`config.mk`:
```
export PLATFORM = sky130hd
export DESIGN_NAME = host_api_top
export DESIGN_NICKNAME = d
export VERILOG_FILES = /design/src/logic/host_api_pkg.sv /design/src/logic/stream_fifo.sv /design/src/logic/api_ctrl.sv /design/src/logic/word_packer.sv /design/src/logic/sdram_issuer.sv /design/src/logic/host_api_top.sv
export VERILOG_INCLUDE_DIRS = /design/src /design/src/logic
export SDC_FILE = /design/constraint.sdc
export NUM_CORES = 1
export LEC_CHECK = 0
export ABC_CLOCK_PERIOD_IN_PS = 5100
export CORE_MARGIN = 2
export CORE_UTILIZATION = 44
export DETAILED_ROUTE_END_ITERATION = 6
export DONT_BUFFER_PORTS = 1
export SYNTH_ARGS = -nofsm -noshare
export SYNTH_HDL_FRONTEND = slang
export SYNTH_SLANG_ARGS = --single-unit
```
`constraint.sdc`:
```
create_clock -name clk -period 5.1 [get_ports clk]
set_clock_uncertainty 0.05 [all_clocks]
set_input_delay 1.02 -clock clk [delete_from_list [all_inputs] [get_ports clk]]
set_output_delay 1.02 -clock clk [all_outputs]
set_load 0.02 [all_outputs]
```
`src/logic/host_api_cfg.svh`:
```
`ifndef HOST_API_CFG_SVH
`define HOST_API_CFG_SVH

// Byte address width on the host side, word addresses are one bit narrower
`define API_ADDR_BITS 23

// Host data bytes waiting to be packed
`define API_BYTE_FIFO_DEPTH 8

// Packed words waiting for the SDRAM controller
`define API_WORD_FIFO_DEPTH 4

// Register whose read returns ev_reg and takes the interrupt snapshot
`define API_EV_REG_ADDR 1

`endif

```
`src/logic/host_api_pkg.sv`:
```
`default_nettype none
`include "host_api_cfg.svh"

package host_api_pkg;

    typedef enum logic [7:0] {
        CMD_READ_MEM  = 8'd0,
        CMD_WRITE_MEM = 8'd1,
        CMD_READ_REG  = 8'd2,
        CMD_WRITE_REG = 8'd3
    } cmd_e;

    typedef enum logic [1:0] {
        IDLE,
        CMD,
        ADDR,
        DATA
    } api_state_e;

    // One SDRAM write, word addressed
    typedef struct packed {
        logic [`API_ADDR_BITS-2:0] addr;
        logic [15:0]               data;
    } ram_write_t;

endpackage

`default_nettype wire

```
`src/logic/stream_fifo.sv`:
```
`timescale 1ns/1ps
`default_nettype none

module stream_fifo #(
    parameter type payload_t = logic [7:0],
    parameter int  DEPTH     = 8
) (
    input  logic     clk,
    input  logic     reset,
    input  logic     flush,
    input  logic     push,
    input  payload_t push_data,
    output logic     full,
    input  logic     pop,
    output payload_t pop_data,
    output logic     empty
);
    localparam int PTR_BITS = (DEPTH > 1) ? $clog2(DEPTH) : 1;
    localparam int CNT_BITS = $clog2(DEPTH + 1);

    payload_t mem [DEPTH];
    logic [PTR_BITS-1:0] wr_ptr;
    logic [PTR_BITS-1:0] rd_ptr;
    logic [CNT_BITS-1:0] count;
    logic do_push;
    logic do_pop;

    assign full     = (count == CNT_BITS'(DEPTH));
    assign empty    = (count == '0);
    assign do_push  = push && !full;
    assign do_pop   = pop && !empty;
    assign pop_data = mem[rd_ptr]; // Head entry is always presented

    always_ff @(posedge clk) begin
        if (do_push) begin
            mem[wr_ptr] <= push_data;
        end
    end

    always_ff @(posedge clk) begin
        if (reset || flush) begin
            wr_ptr <= '0;
            rd_ptr <= '0;
            count  <= '0;
        end else begin
            if (do_push) begin
                wr_ptr <= (wr_ptr == PTR_BITS'(DEPTH - 1)) ? '0 : wr_ptr + 1'b1;
            end
            if (do_pop) begin
                rd_ptr <= (rd_ptr == PTR_BITS'(DEPTH - 1)) ? '0 : rd_ptr + 1'b1;
            end
            if (do_push && !do_pop) begin
                count <= count + 1'b1;
            end else if (do_pop && !do_push) begin
                count <= count - 1'b1;
            end
        end
    end

endmodule

`default_nettype wire

```
`src/logic/api_ctrl.sv`:
```
`timescale 1ns/1ps
`default_nettype none
`include "host_api_cfg.svh"

module api_ctrl (
    input  logic                      clk,
    input  logic                      reset,
    input  logic                      start,
    input  logic [7:0]                rd_data,
    input  logic                      rd_valid,
    output logic                      host_ready,
    input  logic                      byte_fifo_full,
    output logic                      byte_push,
    output logic [7:0]                byte_data,
    output logic                      packer_load,
    output logic [`API_ADDR_BITS-2:0] word_base,
    output logic [7:0]                wr_data,
    output logic                      wr_valid,
    input  logic                      wr_ready,
    output logic [31:0]               wr_reg,
    output logic [3:0]                wr_reg_addr,
    output logic                      wr_reg_changed,
    input  logic [31:0]               ev_reg,
    output logic                      fpga_irq
);
    host_api_pkg::api_state_e  state;
    host_api_pkg::cmd_e        cmd;
    logic [1:0]                byte_cnt;
    logic [`API_ADDR_BITS-1:0] addr;
    logic [23:0]               reg_buf;
    logic [31:0]               reply_word;
    logic [31:0]               got_reg;
    logic                      ready_en;
    logic                      in_mem_data;
    logic                      reply_pending;
    logic                      accept;
    logic                      last_addr;
    logic                      is_ev;

    assign in_mem_data   = (state == host_api_pkg::DATA) && (cmd == host_api_pkg::CMD_WRITE_MEM);
    assign reply_pending = (state == host_api_pkg::DATA) && (cmd == host_api_pkg::CMD_READ_REG);
    assign host_ready    = ready_en && !reply_pending && !(in_mem_data && byte_fifo_full);
    assign accept        = rd_valid && host_ready;
    assign last_addr     = accept && (state == host_api_pkg::ADDR) && (byte_cnt == 2'd2);
    assign is_ev         = (rd_data[3:0] == 4'(`API_EV_REG_ADDR)); // Low address byte arrives last

    assign byte_push = accept && in_mem_data;
    assign byte_data = rd_data;
    assign word_base = addr[`API_ADDR_BITS-1:1];
    assign wr_data   = reply_word[7:0]; // Reply shifts out low byte first

    always_ff @(posedge clk) begin
        if (reset) begin
            state          <= host_api_pkg::IDLE;
            byte_cnt       <= 2'd0;
            wr_valid       <= 1'b0;
            packer_load    <= 1'b0;
            wr_reg_changed <= 1'b0;
            got_reg        <= '0;
            fpga_irq       <= 1'b0;
            ready_en       <= 1'b0;
        end else begin
            ready_en    <= 1'b1;
            packer_load <= 1'b0;
            fpga_irq    <= (got_reg != ev_reg);
            if (start) begin
                state    <= host_api_pkg::CMD; // Abort whatever was in flight
                byte_cnt <= 2'd0;
                wr_valid <= 1'b0;
            end else if (wr_valid) begin
                if (wr_ready) begin
                    byte_cnt <= byte_cnt + 2'd1;
                    if (byte_cnt == 2'd3) begin
                        wr_valid <= 1'b0;
                        state    <= host_api_pkg::IDLE;
                    end
                end
            end else if (accept) begin
                case (state)
                    host_api_pkg::CMD: begin
                        byte_cnt <= 2'd0;
                        state    <= host_api_pkg::ADDR;
                    end
                    host_api_pkg::ADDR: begin
                        byte_cnt <= byte_cnt + 2'd1;
                        if (last_addr) begin
                            byte_cnt    <= 2'd0;
                            state       <= host_api_pkg::DATA;
                            packer_load <= (cmd == host_api_pkg::CMD_WRITE_MEM);
                            if (cmd == host_api_pkg::CMD_READ_REG) begin
                                wr_valid <= 1'b1;
                                if (is_ev) begin
                                    got_reg <= ev_reg; // Same value the reply carries
                                end
                            end
                        end
                    end
                    host_api_pkg::DATA: begin
                        if (cmd == host_api_pkg::CMD_WRITE_REG) begin
                            byte_cnt <= byte_cnt + 2'd1;
                            if (byte_cnt == 2'd3) begin
                                state          <= host_api_pkg::IDLE;
                                wr_reg_changed <= !wr_reg_changed;
                            end
                        end
                    end
                    default: begin
                    end
                endcase
            end
        end
    end

    always_ff @(posedge clk) begin
        if (!start && accept) begin
            case (state)
                host_api_pkg::CMD: cmd <= host_api_pkg::cmd_e'(rd_data);
                host_api_pkg::ADDR: begin
                    case (byte_cnt)
                        2'd0: addr[`API_ADDR_BITS-1:16] <= rd_data[`API_ADDR_BITS-17:0];
                        2'd1: addr[15:8] <= rd_data;
                        default: addr[7:0] <= rd_data;
                    endcase
                    if (last_addr) begin
                        reply_word <= is_ev ? ev_reg : 32'd0;
                    end
                end
                host_api_pkg::DATA: begin
                    if (cmd == host_api_pkg::CMD_WRITE_REG) begin
                        case (byte_cnt)
                            2'd0: reg_buf[7:0] <= rd_data;
                            2'd1: reg_buf[15:8] <= rd_data;
                            2'd2: reg_buf[23:16] <= rd_data;
                            default: begin
                                wr_reg      <= {rd_data, reg_buf}; // Published only when complete
                                wr_reg_addr <= addr[3:0];
                            end
                        endcase
                    end
                end
                default: begin
                end
            endcase
        end
        if (wr_valid && wr_ready) begin
            reply_word <= {8'd0, reply_word[31:8]};
        end
    end

endmodule

`default_nettype wire

```
`src/logic/word_packer.sv`:
```
`timescale 1ns/1ps
`default_nettype none
`include "host_api_cfg.svh"

module word_packer (
    input  logic                      clk,
    input  logic                      reset,
    input  logic                      flush,
    input  logic                      load,
    input  logic [`API_ADDR_BITS-2:0] base,
    input  logic                      byte_empty,
    input  logic [7:0]                byte_data,
    output logic                      byte_pop,
    input  logic                      word_full,
    output logic                      word_push,
    output host_api_pkg::ram_write_t  word_data
);
    logic [7:0]                low_byte;
    logic                      phase; // Set while holding the low half
    logic [`API_ADDR_BITS-2:0] word_addr;

    // A high byte may only leave the FIFO if its word has somewhere to go
    assign byte_pop  = !byte_empty && (!phase || !word_full);
    assign word_push = byte_pop && phase;

    always_comb begin
        word_data.addr = word_addr;
        word_data.data = {byte_data, low_byte};
    end

    always_ff @(posedge clk) begin
        if (reset || flush) begin
            phase <= 1'b0;
        end else if (byte_pop) begin
            phase <= !phase;
        end
    end

    always_ff @(posedge clk) begin
        if (byte_pop && !phase) begin
            low_byte <= byte_data;
        end
        if (load) begin
            word_addr <= base;
        end else if (word_push) begin
            word_addr <= word_addr + 1'b1;
        end
    end

endmodule

`default_nettype wire

```
`src/logic/sdram_issuer.sv`:
```
`timescale 1ns/1ps
`default_nettype none
`include "host_api_cfg.svh"

module sdram_issuer (
    input  logic                      clk,
    input  logic                      reset,
    input  logic                      word_empty,
    input  host_api_pkg::ram_write_t  word_data,
    output logic                      word_pop,
    output logic                      ram_req,
    input  logic                      ram_ack,
    output logic                      ram_we,
    output logic [1:0]                ram_wm,
    output logic [`API_ADDR_BITS-2:0] ram_address,
    output logic [15:0]               ram_data_write
);
    // The controller is idle once its ack has caught up with our req
    assign word_pop = !word_empty && (ram_req == ram_ack);

    always_ff @(posedge clk) begin
        if (reset) begin
            ram_req <= 1'b0;
            ram_we  <= 1'b0;
            ram_wm  <= 2'b00;
        end else if (word_pop) begin
            ram_req <= !ram_req;
            ram_we  <= 1'b1;
            ram_wm  <= 2'b00; // Both bytes enabled
        end
    end

    always_ff @(posedge clk) begin
        if (word_pop) begin
            ram_address    <= word_data.addr;
            ram_data_write <= word_data.data;
        end
    end

endmodule

`default_nettype wire

```
`src/logic/host_api_top.sv`:
```
`timescale 1ns/1ps
`default_nettype none
`include "host_api_cfg.svh"

module host_api_top (
    input  logic                      clk,
    input  logic                      reset,
    input  logic                      start,
    input  logic [7:0]                rd_data,
    input  logic                      rd_valid,
    output logic                      host_ready,
    output logic [7:0]                wr_data,
    output logic                      wr_valid,
    input  logic                      wr_ready,
    output logic [31:0]               wr_reg,
    output logic [3:0]                wr_reg_addr,
    output logic                      wr_reg_changed,
    input  logic [31:0]               ev_reg,
    output logic                      fpga_irq,
    output logic                      ram_req,
    input  logic                      ram_ack,
    output logic                      ram_we,
    output logic [1:0]                ram_wm,
    output logic [`API_ADDR_BITS-2:0] ram_address,
    output logic [15:0]               ram_data_write
);
    logic                      byte_push;
    logic [7:0]                byte_push_data;
    logic                      byte_full;
    logic                      byte_pop;
    logic [7:0]                byte_pop_data;
    logic                      byte_empty;
    logic                      packer_load;
    logic [`API_ADDR_BITS-2:0] word_base;
    logic                      word_push;
    host_api_pkg::ram_write_t  word_push_data;
    logic                      word_full;
    logic                      word_pop;
    host_api_pkg::ram_write_t  word_pop_data;
    logic                      word_empty;

    api_ctrl api_ctrl_inst (
        .clk            (clk),
        .reset          (reset),
        .start          (start),
        .rd_data        (rd_data),
        .rd_valid       (rd_valid),
        .host_ready     (host_ready),
        .byte_fifo_full (byte_full),
        .byte_push      (byte_push),
        .byte_data      (byte_push_data),
        .packer_load    (packer_load),
        .word_base      (word_base),
        .wr_data        (wr_data),
        .wr_valid       (wr_valid),
        .wr_ready       (wr_ready),
        .wr_reg         (wr_reg),
        .wr_reg_addr    (wr_reg_addr),
        .wr_reg_changed (wr_reg_changed),
        .ev_reg         (ev_reg),
        .fpga_irq       (fpga_irq)
    );

    stream_fifo #(
        .payload_t (logic [7:0]),
        .DEPTH     (`API_BYTE_FIFO_DEPTH)
    ) byte_fifo_inst (
        .clk       (clk),
        .reset     (reset),
        .flush     (start),
        .push      (byte_push),
        .push_data (byte_push_data),
        .full      (byte_full),
        .pop       (byte_pop),
        .pop_data  (byte_pop_data),
        .empty     (byte_empty)
    );

    word_packer word_packer_inst (
        .clk        (clk),
        .reset      (reset),
        .flush      (start),
        .load       (packer_load),
        .base       (word_base),
        .byte_empty (byte_empty),
        .byte_data  (byte_pop_data),
        .byte_pop   (byte_pop),
        .word_full  (word_full),
        .word_push  (word_push),
        .word_data  (word_push_data)
    );

    stream_fifo #(
        .payload_t (host_api_pkg::ram_write_t),
        .DEPTH     (`API_WORD_FIFO_DEPTH)
    ) word_fifo_inst (
        .clk       (clk),
        .reset     (reset),
        .flush     (start),
        .push      (word_push),
        .push_data (word_push_data),
        .full      (word_full),
        .pop       (word_pop),
        .pop_data  (word_pop_data),
        .empty     (word_empty)
    );

    sdram_issuer sdram_issuer_inst (
        .clk            (clk),
        .reset          (reset),
        .word_empty     (word_empty),
        .word_data      (word_pop_data),
        .word_pop       (word_pop),
        .ram_req        (ram_req),
        .ram_ack        (ram_ack),
        .ram_we         (ram_we),
        .ram_wm         (ram_wm),
        .ram_address    (ram_address),
        .ram_data_write (ram_data_write)
    );

endmodule

`default_nettype wire

```
After elaboration in Yosys (flattened, before gate mapping):

Memory sizes are Yosys's and may differ from the RTL's. A register that Yosys moved wholly into a read port is not among the register bits.
Cells that the tools add are included.

* add/subtract/negate cells: 10
* equality and inequality tests: 24
* multiplexer cells: 43
* bitwise operators: 7
* reductions and logical operators: 71

Operators with widths (number)
* 24-bit two-way mux: 4
* 22-bit two-way mux: 2
* 32-bit two-way mux: 1
* 32-bit != test: 1
* 2-bit two-way mux: 13
* 1-bit logical AND: 23
* 22-bit by 1-bit adder with 22-bit output, second input constant: 1
* 4-bit AND reduction: 5
* 3-bit two-way mux: 6
* 8-bit by 2-bit equality test with 1-bit output, second input constant: 2
* 3-bit AND reduction: 5
* 1-bit logical NOT: 14
* 2-bit nonzero test: 7
* 1-bit two-way mux: 13
* 2-bit equality test, second input constant: 6
* 2-bit one-hot mux with 3 select lines: 2
* 5-bit AND reduction: 2
* 3-bit by 1-bit adder with 3-bit output, second input constant: 3
* 3-bit equality test, second input constant: 3
* 8-bit by 1-bit equality test with 1-bit output, second input constant: 1
* 4-bit two-way mux: 2
* 1-bit inverter: 7
* 7-bit AND reduction: 1
* 2-bit by 1-bit adder with 2-bit output, second input constant: 3
* 25 further kinds: 28

* bits in registers: 214
* memory bits (writable): 216
* input bits: 46
* output and inout bits: 90
* word-level logic and storage cells: 188
* memories: 2

Memories
* word_fifo_inst.mem: depth 4, bits a word 38, rd ports 1, clocked after memory_dff 1, wr ports 1, RTL line stream_fifo.sv:21 `payload_t mem [DEPTH];`
* byte_fifo_inst.mem: depth 8, bits a word 8, rd ports 1, clocked after memory_dff 1, wr ports 1, RTL line stream_fifo.sv:21

Depth between registers and ports, before layout:

Gate-level depths: netlist of the first run.

* depth in word-level cells: 13
* mapped depth: 13
* gate-level depth less buffers: 12

Cells and area by module:

Synthesis of the first run repeated with hierarchy kept, for this count alone.

* cells, all modules: 1183
* area total of the unflattened synthesis: 18791.8 µm²

Modules (own cells, without submodules)
* api_ctrl: times used 1, cells an instance 555, area each 6682.7 µm², seq. area each 4434.3 µm²
* stream_fifo (word_fifo_inst): times used 1, cells an instance 249, area each 5963.2 µm², seq. area each 4744.6 µm²
* stream_fifo (byte_fifo_inst): times used 1, cells an instance 171, area each 3179.3 µm², seq. area each 2182.1 µm²
* word_packer: times used 1, cells an instance 158, area each 1716.6 µm², seq. area each 920.9 µm²
* sdram_issuer: times used 1, cells an instance 50, area each 1249.9 µm², seq. area each 1181.1 µm²

Least setup slack after synthesis of the first run:

Ideal clock, no wire load.

* path kind: input port to flip-flop
* start point: input port ram_ack
* end point: register word_fifo_inst.count[2]
* library setup time: 0.071 ns
* arrival time: 4.121 ns
* data required time: 4.979 ns
* path slack: 0.858 ns
* stages: 9
* path buffers: 0
* cell sequence: xor2_1 > nor2_1 > inv_1 > ha_1 > inv_1 > fa_1 > xor2_1 > or3_1 > a21oi_1

* cells in the longest elaborated chain, start to end: 6

Ends and longest elaborated chain
* start, declared: RTL line host_api_top.sv:21 `input logic ram_ack,`
* 1-bit equality test *: RTL line sdram_issuer.sv:19 `assign word_pop = !word_empty && (ram_req == ram_ack);`
* 1-bit logical AND *: RTL line sdram_issuer.sv:19
* via sdram_issuer_inst.word_pop: RTL line sdram_issuer.sv:10 `output logic word_pop,`
* 1-bit logical AND *: RTL line stream_fifo.sv:31 `assign do_pop = pop && !empty;`
* 1-bit logical NOT: RTL line stream_fifo.sv:52 `if (do_push && !do_pop) begin`
* 1-bit logical AND: RTL line stream_fifo.sv:52
* 3-bit two-way mux / 2-bit nonzero test (equally long branches)
* end signal, assigned: RTL line stream_fifo.sv:53 `count <= count + 1'b1;`
* end signal, assigned: RTL line stream_fifo.sv:55 `count <= count - 1'b1;`
* end, declared: RTL line stream_fifo.sv:24 `logic [CNT_BITS-1:0] count;`

Mark *: on every way through the listed nets, which the timed path passes. The rest lies on a longest branch.
A chain may end at the register's enable or synchronous reset.

Worst setup path after layout of the first run:

* start point: register api_ctrl_inst.cmd[5]
* end point: register byte_fifo_inst.count[3]

* cells in the longest elaborated chain, start to end: 11

Ends and longest elaborated chain
* start, declared: RTL line api_ctrl.sv:27 `host_api_pkg::cmd_e cmd;`
* start signal, assigned: RTL line api_ctrl.sv:117 `host_api_pkg::CMD: cmd <= host_api_pkg::cmd_e'(rd_data);`
* 8-bit by 2-bit equality test with 1-bit output / 8-bit by 1-bit equality test with 1-bit output (equally long branches): RTL line api_ctrl.sv:41, api_ctrl.sv:40
* 1-bit logical AND, on equally long branches: RTL line api_ctrl.sv:41, api_ctrl.sv:40
* 1-bit logical NOT / 1-bit logical AND (equally long branches): RTL line api_ctrl.sv:42 `assign host_ready = ready_en && !reply_pending && !(in_mem_data && byte_fifo_full);`
* 1-bit logical AND / 1-bit logical NOT (equally long branches): RTL line api_ctrl.sv:42
* 1-bit logical AND: RTL line api_ctrl.sv:42
* 1-bit logical AND: RTL line api_ctrl.sv:43 `assign accept = rd_valid && host_ready;`
* 1-bit logical AND *: RTL line api_ctrl.sv:47 `assign byte_push = accept && in_mem_data;`
* 1-bit logical AND *: RTL line stream_fifo.sv:30 `assign do_push = push && !full;`
* via byte_fifo_inst.do_push: RTL line stream_fifo.sv:25 `logic do_push;`
* 1-bit logical NOT: RTL line stream_fifo.sv:54 `end else if (do_pop && !do_push) begin`
* 1-bit logical AND: RTL line stream_fifo.sv:54
* 2-bit nonzero test (no line)
* end signal, assigned: RTL line stream_fifo.sv:53
* end signal, assigned: RTL line stream_fifo.sv:55
* end, declared: RTL line stream_fifo.sv:24

Marks and branches as above.

==> flow_summary.ini, run 1 <==
[global_routing]
overflow = 0
grt_pass1_wl_mm = 54.00
grt_max_degree = 68
groute.usage.overall_pct = 16.78
first_global_vias = 9084
antenna_found_initial = 0

[min_path]
hold_path.class = reg -> reg

[route]
wl_mm = 34.94
viasPerCell = 5.356
met2_length_mm = 16.36
met3_length_mm = 2.017
antenna_left = 0
route.vias.total = 8805
top_layer = met4
first_iter_violations = 596
drcViolationCount = 0
wl_met1_mm = 15.94
wl_per_cell_um = 21.25
firstDrtPassIters = 5

[synthesis]
synth_area_leaders = edfxtp_1 (66%), dfxtp_1 (8.0%), mux4_2 (6.7%)
synth_edf_count = 399
ys_seq_area_share_pct = 74.04
synth.most_common_cell = edfxtp_1
ys_ff_latch = 471
synth_top_area_share_pct = 66.09
synth-main-ff-cell = edfxtp_1
ys_async_sr_fraction_pct = 0
synth.distinct_cells = 62
synthCells = 1059
yosys_warnings = 0
synth_common_cells = edfxtp_1 (399), nand2_1 (104), dfxtp_1 (72)
syn-cell-area_mm2 = 0.01813
syn_area_per_cell_um2 = 17.12
yosysTopAreaCell = edfxtp_1

[placed_design]
dp_hpwl_mm = 21.17
gp_congestion = 0.8084
io_buffer_count = 0
post-place-cells = 1554

[final_layout]
num_antenna_cells = 0
num-nets-final = 1142
nFillCells = 3406
drive_above_1_share_pct = 16.10
syn_to_final_growth_pct = 11.55
largest_register = word_fifo_inst.mem
fin_cells = 1644
largest_reg_flops = 152
top_regs = word_fifo_inst.mem x152, byte_fifo_inst.mem x64

[clock_tree]
clock_path_buffers = 3
cts_root_buf = clkbuf_16
clkLatencyLatePin_ns = 0.59
tritoncts = done
path_clk_slew_ns = 0.06
post-cts-setup-buffers = 0
h-tree-depth = 2
cts-resized-gates = 0
hold_buffers = 0
cts.sinks = 471
cts_inserted_buffers = 49

[critical_path]
cp-start-kind = flip-flop
timing.rr.start = api_ctrl_inst.cmd[5]$_DFFE_PP_
required_ns = 5.57
endpoint = byte_fifo_inst.count[3]$_SDFFE_PP0P_
slowest_delay_ns = 0.71
r2r_cells = 12
critPathCaptureType = flip-flop
crit_start = api_ctrl_inst.cmd[5]$_DFFE_PP_
reg2reg_to = byte_fifo_inst.count[3]$_SDFFE_PP0P_
rrSetupSlack_ns = 1.71
critPathMaxFanout = 9
path_class = reg -> reg
worstPathArrival_ns = 3.86
slowest_stage = or4_1
worstPathCellList = nor4_4 > nand3_2 > or4_1 > clkinv_2 > ha_1 > inv_1 > ha_1 > a21o_1 > a21oi_1 > xnor2_1 > or3_1 > a21oi_1

[floorplan]
core_mm2 = 0.04074
rows = 74
dieArea_mm2 = 0.04284
die_h_um = 207.0
fp.dieW_um = 207.0
ios = 136
initial_core_util_pct = 44.50

[timing]
period_share_pct = 66.40
hold_violations = 0
final_max_slew_viol_count = 0
relSlewSlack_pct = 25.92
rsz0062_at_grt = no
period_needed_ns = 3.387
tightest_slew_ns = 1.111
finalSetupViolCount = 0
fmax_mhz = 295.3
final.setup.tns_ns = 0

[power_and_ir_drop]
vdd_ir_drop_max_mv = 0.2716
power_density_mw_per_mm2 = 437.8
cellLeakagePower_uw = 0.006590
p_total_uw = 8853

[outcome]
outcome = finished clean

[run]
maxCapViolations = 0
==> placed cells by master, fill, tap and decap left out, drive strengths merged, types with 16 or more instances in the layout <==
cell / instances
xnor2: 44
clkbuf: 56
dfxtp: 72
inv: 19
clkinv: 25
a22o: 32
a21oi: 16
ha: 21
mux4: 54
nor2: 37
nand2: 105
mux2i: 38
o21ai: 26
edfxtp: 399
==> cell type report <==
type	count	area (um2)	share of cell area, %
multi-input combinational	519	4382	21.67
timing repair buffer	15	112.6	0.5568
clock buffer	56	1252	6.193
inverter	17	65.06	0.3217
sequential	471	13430	66.39
clock inverter	34	320.3	1.584
tap	532	665.6	3.291
==> worst max-delay path, delay by kind of cell, from the launching register on <==
| family | cells | cell delay [ns] |
|---|---|---|
| AOI/OAI and AO/OA | 3 | 0.47 |
| buffers and inverters | 2 | 0.24 |
| adders and majority gates | 2 | 0.49 |
| DFF | 1 | 0.41 |
| and+or+nand+nor | 4 | 1.56 |
| xor gates and xnor gates | 1 | 0.09 |
==> metal layers <==
metal / GRT usage (%) / vias up
li1: - / 4072
met1: 23.43 / 4446
met3: 4.411 / 54
met4: 4.509 / 0
met2: 26.20 / 233
met5: 0 / -
==> cells by family after synthesis <==
| family | count (synthesis) | synth area share, % |
|---|---|---|
| adder cells (fa/ha/maj) | 23 | 1.670 |
| AND/OR/NAND/NOR | 241 | 6.570 |
| XOR/XNOR | 59 | 2.850 |
| other | 1 | 0.02069 |
| AO/OA/AOI/OAI | 93 | 3.596 |
| buffers and inverters | 70 | 1.884 |
| multiplexers | 101 | 9.366 |
| flip-flops | 471 | 74.04 |
==> how the worst min path moves through the flow <==
stage | start | to | slack, ns | cells past startpoint
3_3_place_gp | api_ctrl_inst.reg_buf[15]$_DFFE_PP_ | api_ctrl_inst.wr_reg[15]$_DFFE_PP_ | 0.35 | 0
3_5_place_dp | api_ctrl_inst.reg_buf[22]$_DFFE_PP_ | api_ctrl_inst.wr_reg[22]$_DFFE_PP_ | 0.36 | 0
4_1_cts | api_ctrl_inst.reg_buf[16]$_DFFE_PP_ | api_ctrl_inst.wr_reg[16]$_DFFE_PP_ | 0.37 | 0
6_report | api_ctrl_inst.reg_buf[16]$_DFFE_PP_ | api_ctrl_inst.wr_reg[16]$_DFFE_PP_ | 0.37 | 0
5_1_grt | api_ctrl_inst.reg_buf[3]$_DFFE_PP_ | api_ctrl_inst.wr_reg[3]$_DFFE_PP_ | 0.38 | 0
2_1_floorplan | api_ctrl_inst.reg_buf[0]$_DFFE_PP_ | api_ctrl_inst.wr_reg[0]$_DFFE_PP_ | 0.35 | 0
==> power breakdown <==
group / internal (uW) / switching, uW / total (uW)
logic: 310 / 386 / 696
clock network: 1980 / 1500 / 3480
registers: 4460 / 211 / 4670
total: 6760 / 2100 / 8850
==> metrics by stage <==
stage               utilization (%)  worst slack, ns  cell area (um2)  hold slack, ns
finish                        49.64            1.713            20220          0.3667
global route                  49.64            1.495            20220          0.3750
CTS                           49.64            1.702            20220          0.3657
detailed placement            45.78            1.534            18650          0.3557
global placement              45.78            1.542            18650          0.3512
floorplan                         -           0.8579            18130          0.3503
No activity file was read; power rests on OpenSTA's default activity.
==> run 2, diff against run 1 <==
ABC_AREA = 1   (was unset)
ABC_CLOCK_PERIOD_IN_PS = 3000   (was 5100)
clock period = 3 ns   (was 5.1 ns; I/O delays follow)
==> run 2 against run 1 <==
Routed wire length rose by 8.2%. Total power rose by 78%. Largest cell class unchanged. Synthesized area rose by 1.2%. Highest routed layer unchanged. Combinational power rose by 150%. Flip-flop and latch count did not move. Global-route usage rose by 0.75 points. Sequential power rose by 73%. Setup slack got worse by 1.5 ns. Critical endpoint unchanged. Critical path depth rose by 5. Non-clock buffer count rose by 24. Core utilization rose by 1.0 points.
==> flow_summary.ini, run 2 <==
[outcome]
outcome = finished clean

[timing]
hold_ws_ns = 0.04115
final_max_slew_viol_count = 0
tightest_slew_ns = 0.7711
period_needed_ns = 2.777
finalSetupViolCount = 0
relSlewSlack_pct = 48.59
hold_violations = 0
rsz0062_at_grt = no
fmax_mhz = 360.1
period_share_pct = 92.57
final.setup.tns_ns = 0

[route]
wl_per_cell_um = 18.42
first_iter_violations = 689
antenna_left = 0
firstDrtPassIters = 5
drcViolationCount = 0
viasPerCell = 5.216
wl_mm = 37.80
route.vias.total = 10703

[final_layout]
drive_above_1_share_pct = 11.12
top_regs = word_fifo_inst.mem x152, byte_fifo_inst.mem x64
final_common_cell = edfxtp_1
syn_to_final_growth_pct = 13.24
final_core_util_pct = 50.67
nFillCells = 3444
num_antenna_cells = 0
largest_register = word_fifo_inst.mem
largest_reg_flops = 152
final_cell_mix = edfxtp_1 (399), nor2_1 (248), o21ai_0 (156), nand2_1 (154), dfxtp_1 (71)
num-nets-final = 1549
post-route-cell-area_mm2 = 0.02078

[critical_path]
required_ns = 3.42
path_common_cell = nor2_1
path_class = reg -> reg
critPathCaptureType = flip-flop
worstPathCellList = inv_1 > nor2_1 > nand2_1 > nor2_2 > a21oi_4 > nand3_4 > nor3_4 > ha_2 > inv_1 > ha_1 > and3_1 > a211oi_2 > nor2_1 > nor2_1 > nand2_1 > o21ai_0 > a21oi_1
path_buf_inv = 2
slowest_delay_ns = 0.40
slowest_stage = edfxtp_1
worstPathArrival_ns = 3.20
crit_family = simple AND/OR/NAND/NOR gates
critPathMaxFanout = 4
cp-start-kind = flip-flop

[synthesis]
synth_common_cells = edfxtp_1 (399), nor2_1 (253), o21ai_0 (156)
synth_edf_count = 399
syn_area_per_cell_um2 = 12.60
synthCells = 1457
ys_async_sr_fraction_pct = 0
synth_area_leaders = edfxtp_1 (65%), dfxtp_1 (7.9%), nor2_1 (5.2%)
syn-cell-area_mm2 = 0.01836
synth_top_area_share_pct = 65.28
yosysTopAreaCell = edfxtp_1
synth-main-ff-cell = edfxtp_1
synth.most_common_cell = edfxtp_1
yosys_warnings = 0
synth.distinct_cells = 45
ys_seq_area_share_pct = 73.13
ys_ff_latch = 471

[clock_tree]
tritoncts = done
clock_path_buffers = 3
cts.sinks = 471
cts_root_buf = clkbuf_16
hold_buffers = 0
h-tree-depth = 2
cts_inserted_buffers = 48
path_clk_slew_ns = 0.06
clkLatencyLatePin_ns = 0.59

[global_routing]
groute.usage.overall_pct = 17.54
antenna_found_initial = 0
grt_max_degree = 79
first_global_vias = 10461
overflow = 0
grt_pass1_wl_mm = 59.53

[run]
maxCapViolations = 0

[power_and_ir_drop]
power_density_mw_per_mm2 = 759.6
p_total_uw = 15790
vdd_ir_drop_max_mv = 0.5547
cellLeakagePower_uw = 0.007061

[placed_design]
dpl_cell_area_mm2 = 0.01914
gp_congestion = 0.8463
dp_hpwl_mm = 23.14
io_buffer_count = 0

[floorplan]
rows = 74
fp.dieW_um = 208.2
core_mm2 = 0.04102
initial_core_util_pct = 44.75
die_h_um = 208.2
ios = 136
dieArea_mm2 = 0.04337

[min_path]
hold_path.class = in -> reg
-- run 2: changes by cell type after synthesis, moves of 10 or more --
| cell | before | now |
|---|---|---|
| o21ai_0 | 25 | 156 |
| mux4_2 | 54 | 0 |
| and3_1 | 11 | 1 |
| nor2_1 | 37 | 253 |
| nand3_1 | 13 | 41 |
| a22o_1 | 32 | 0 |
| xnor2_1 | 44 | 32 |
| mux2i_1 | 38 | 0 |
| a21oi_1 | 14 | 24 |
| inv_1 | 16 | 71 |
| o21ai_1 | 1 | 14 |
| clkbuf_1 | 30 | 47 |
| nand2_1 | 104 | 154 |
| o22ai_1 | 0 | 46 |
-- run 2: power breakdown --
part	internal, uW	switching, uW
logic	546	1190
clock network	3480	2490
registers	7760	327
-- run 2: layout make-up --
cell class / instances / area (um2) / share of cell area [%]
timing repair buffer: 39 / 392.9 / 1.890
inverter: 75 / 284.0 / 1.366
sequential: 471 / 13420 / 64.59
clock buffer: 55 / 1267 / 6.098
clock inverter: 35 / 330.3 / 1.589
multi-input combinational: 845 / 4420 / 21.27
tap: 532 / 665.6 / 3.203
-- run 2: worst register-to-register path: cells and delay by family (launching register included) --
kind | cells | cell delay (ns)
AOI/OAI and AO/OA | 4 | 0.55
buffers and inverters | 2 | 0.18
and+or+nand+nor | 9 | 0.94
DFF | 1 | 0.40
adders and majority gates | 2 | 0.54
-- run 2: cells by family (layout without fill, tap and decap cells) --
| kind of cell | after synthesis | after routing | share of synthesized area, % |
|---|---|---|---|
| buffers and inverters | 142 | 204 | 3.326 |
| other | 1 | 2 | 0.02043 |
| and+or+nand+nor | 511 | 511 | 11.91 |
| AOI/OAI and AO/OA | 268 | 268 | 8.010 |
| adders and majority gates | 23 | 23 | 1.650 |
| xor gates and xnor gates | 41 | 41 | 1.956 |
| DFF | 471 | 471 | 73.13 |
-- run 2: per-layer routing --
layer / track usage (%) / vias to the layer above / wire (um)
li1: - / 5198 / -
met1: 23.53 / 5172 / 16830
met2: 27.63 / 272 / 17510
met3: 5.223 / 61 / 2512
met4: 5.259 / 0 / 954
met5: 0.3337 / - / 0
-- run 2: path summary, 6_finish.rpt --
check / slack, ns / endpoint / from / depth (start not counted)
max: 0.22 / byte_fifo_inst.count[3]$_SDFFE_PP0P_ / api_ctrl_inst.cmd[1]$_DFFE_PP_ / 17
min: 0.04 / sdram_issuer_inst.ram_we$_SDFFE_PP0P_ / reset / 1
max reg2reg: 0.22 / byte_fifo_inst.count[3]$_SDFFE_PP0P_ / api_ctrl_inst.cmd[1]$_DFFE_PP_ / 17
min reg2reg: 0.37 / api_ctrl_inst.wr_reg[8]$_DFFE_PP_ / api_ctrl_inst.reg_buf[8]$_DFFE_PP_ / 0
-- run 2: through the flow --
step | cells | worst slack [ns]
6_report | 2052 | 0.2229
5_1_grt | 2052 | 0.002873
4_1_cts | 2051 | 0.1402
3_5_place_dp | 1961 | 0.1550
3_3_place_gp | 1961 | 0.2312
2_1_floorplan | 1458 | -0.1853
-- run 2: repair_timing --
action                     CTS  global route
gates resized for setup      0             7
setup endpoints to repair    0             1
setup buffers                0             1
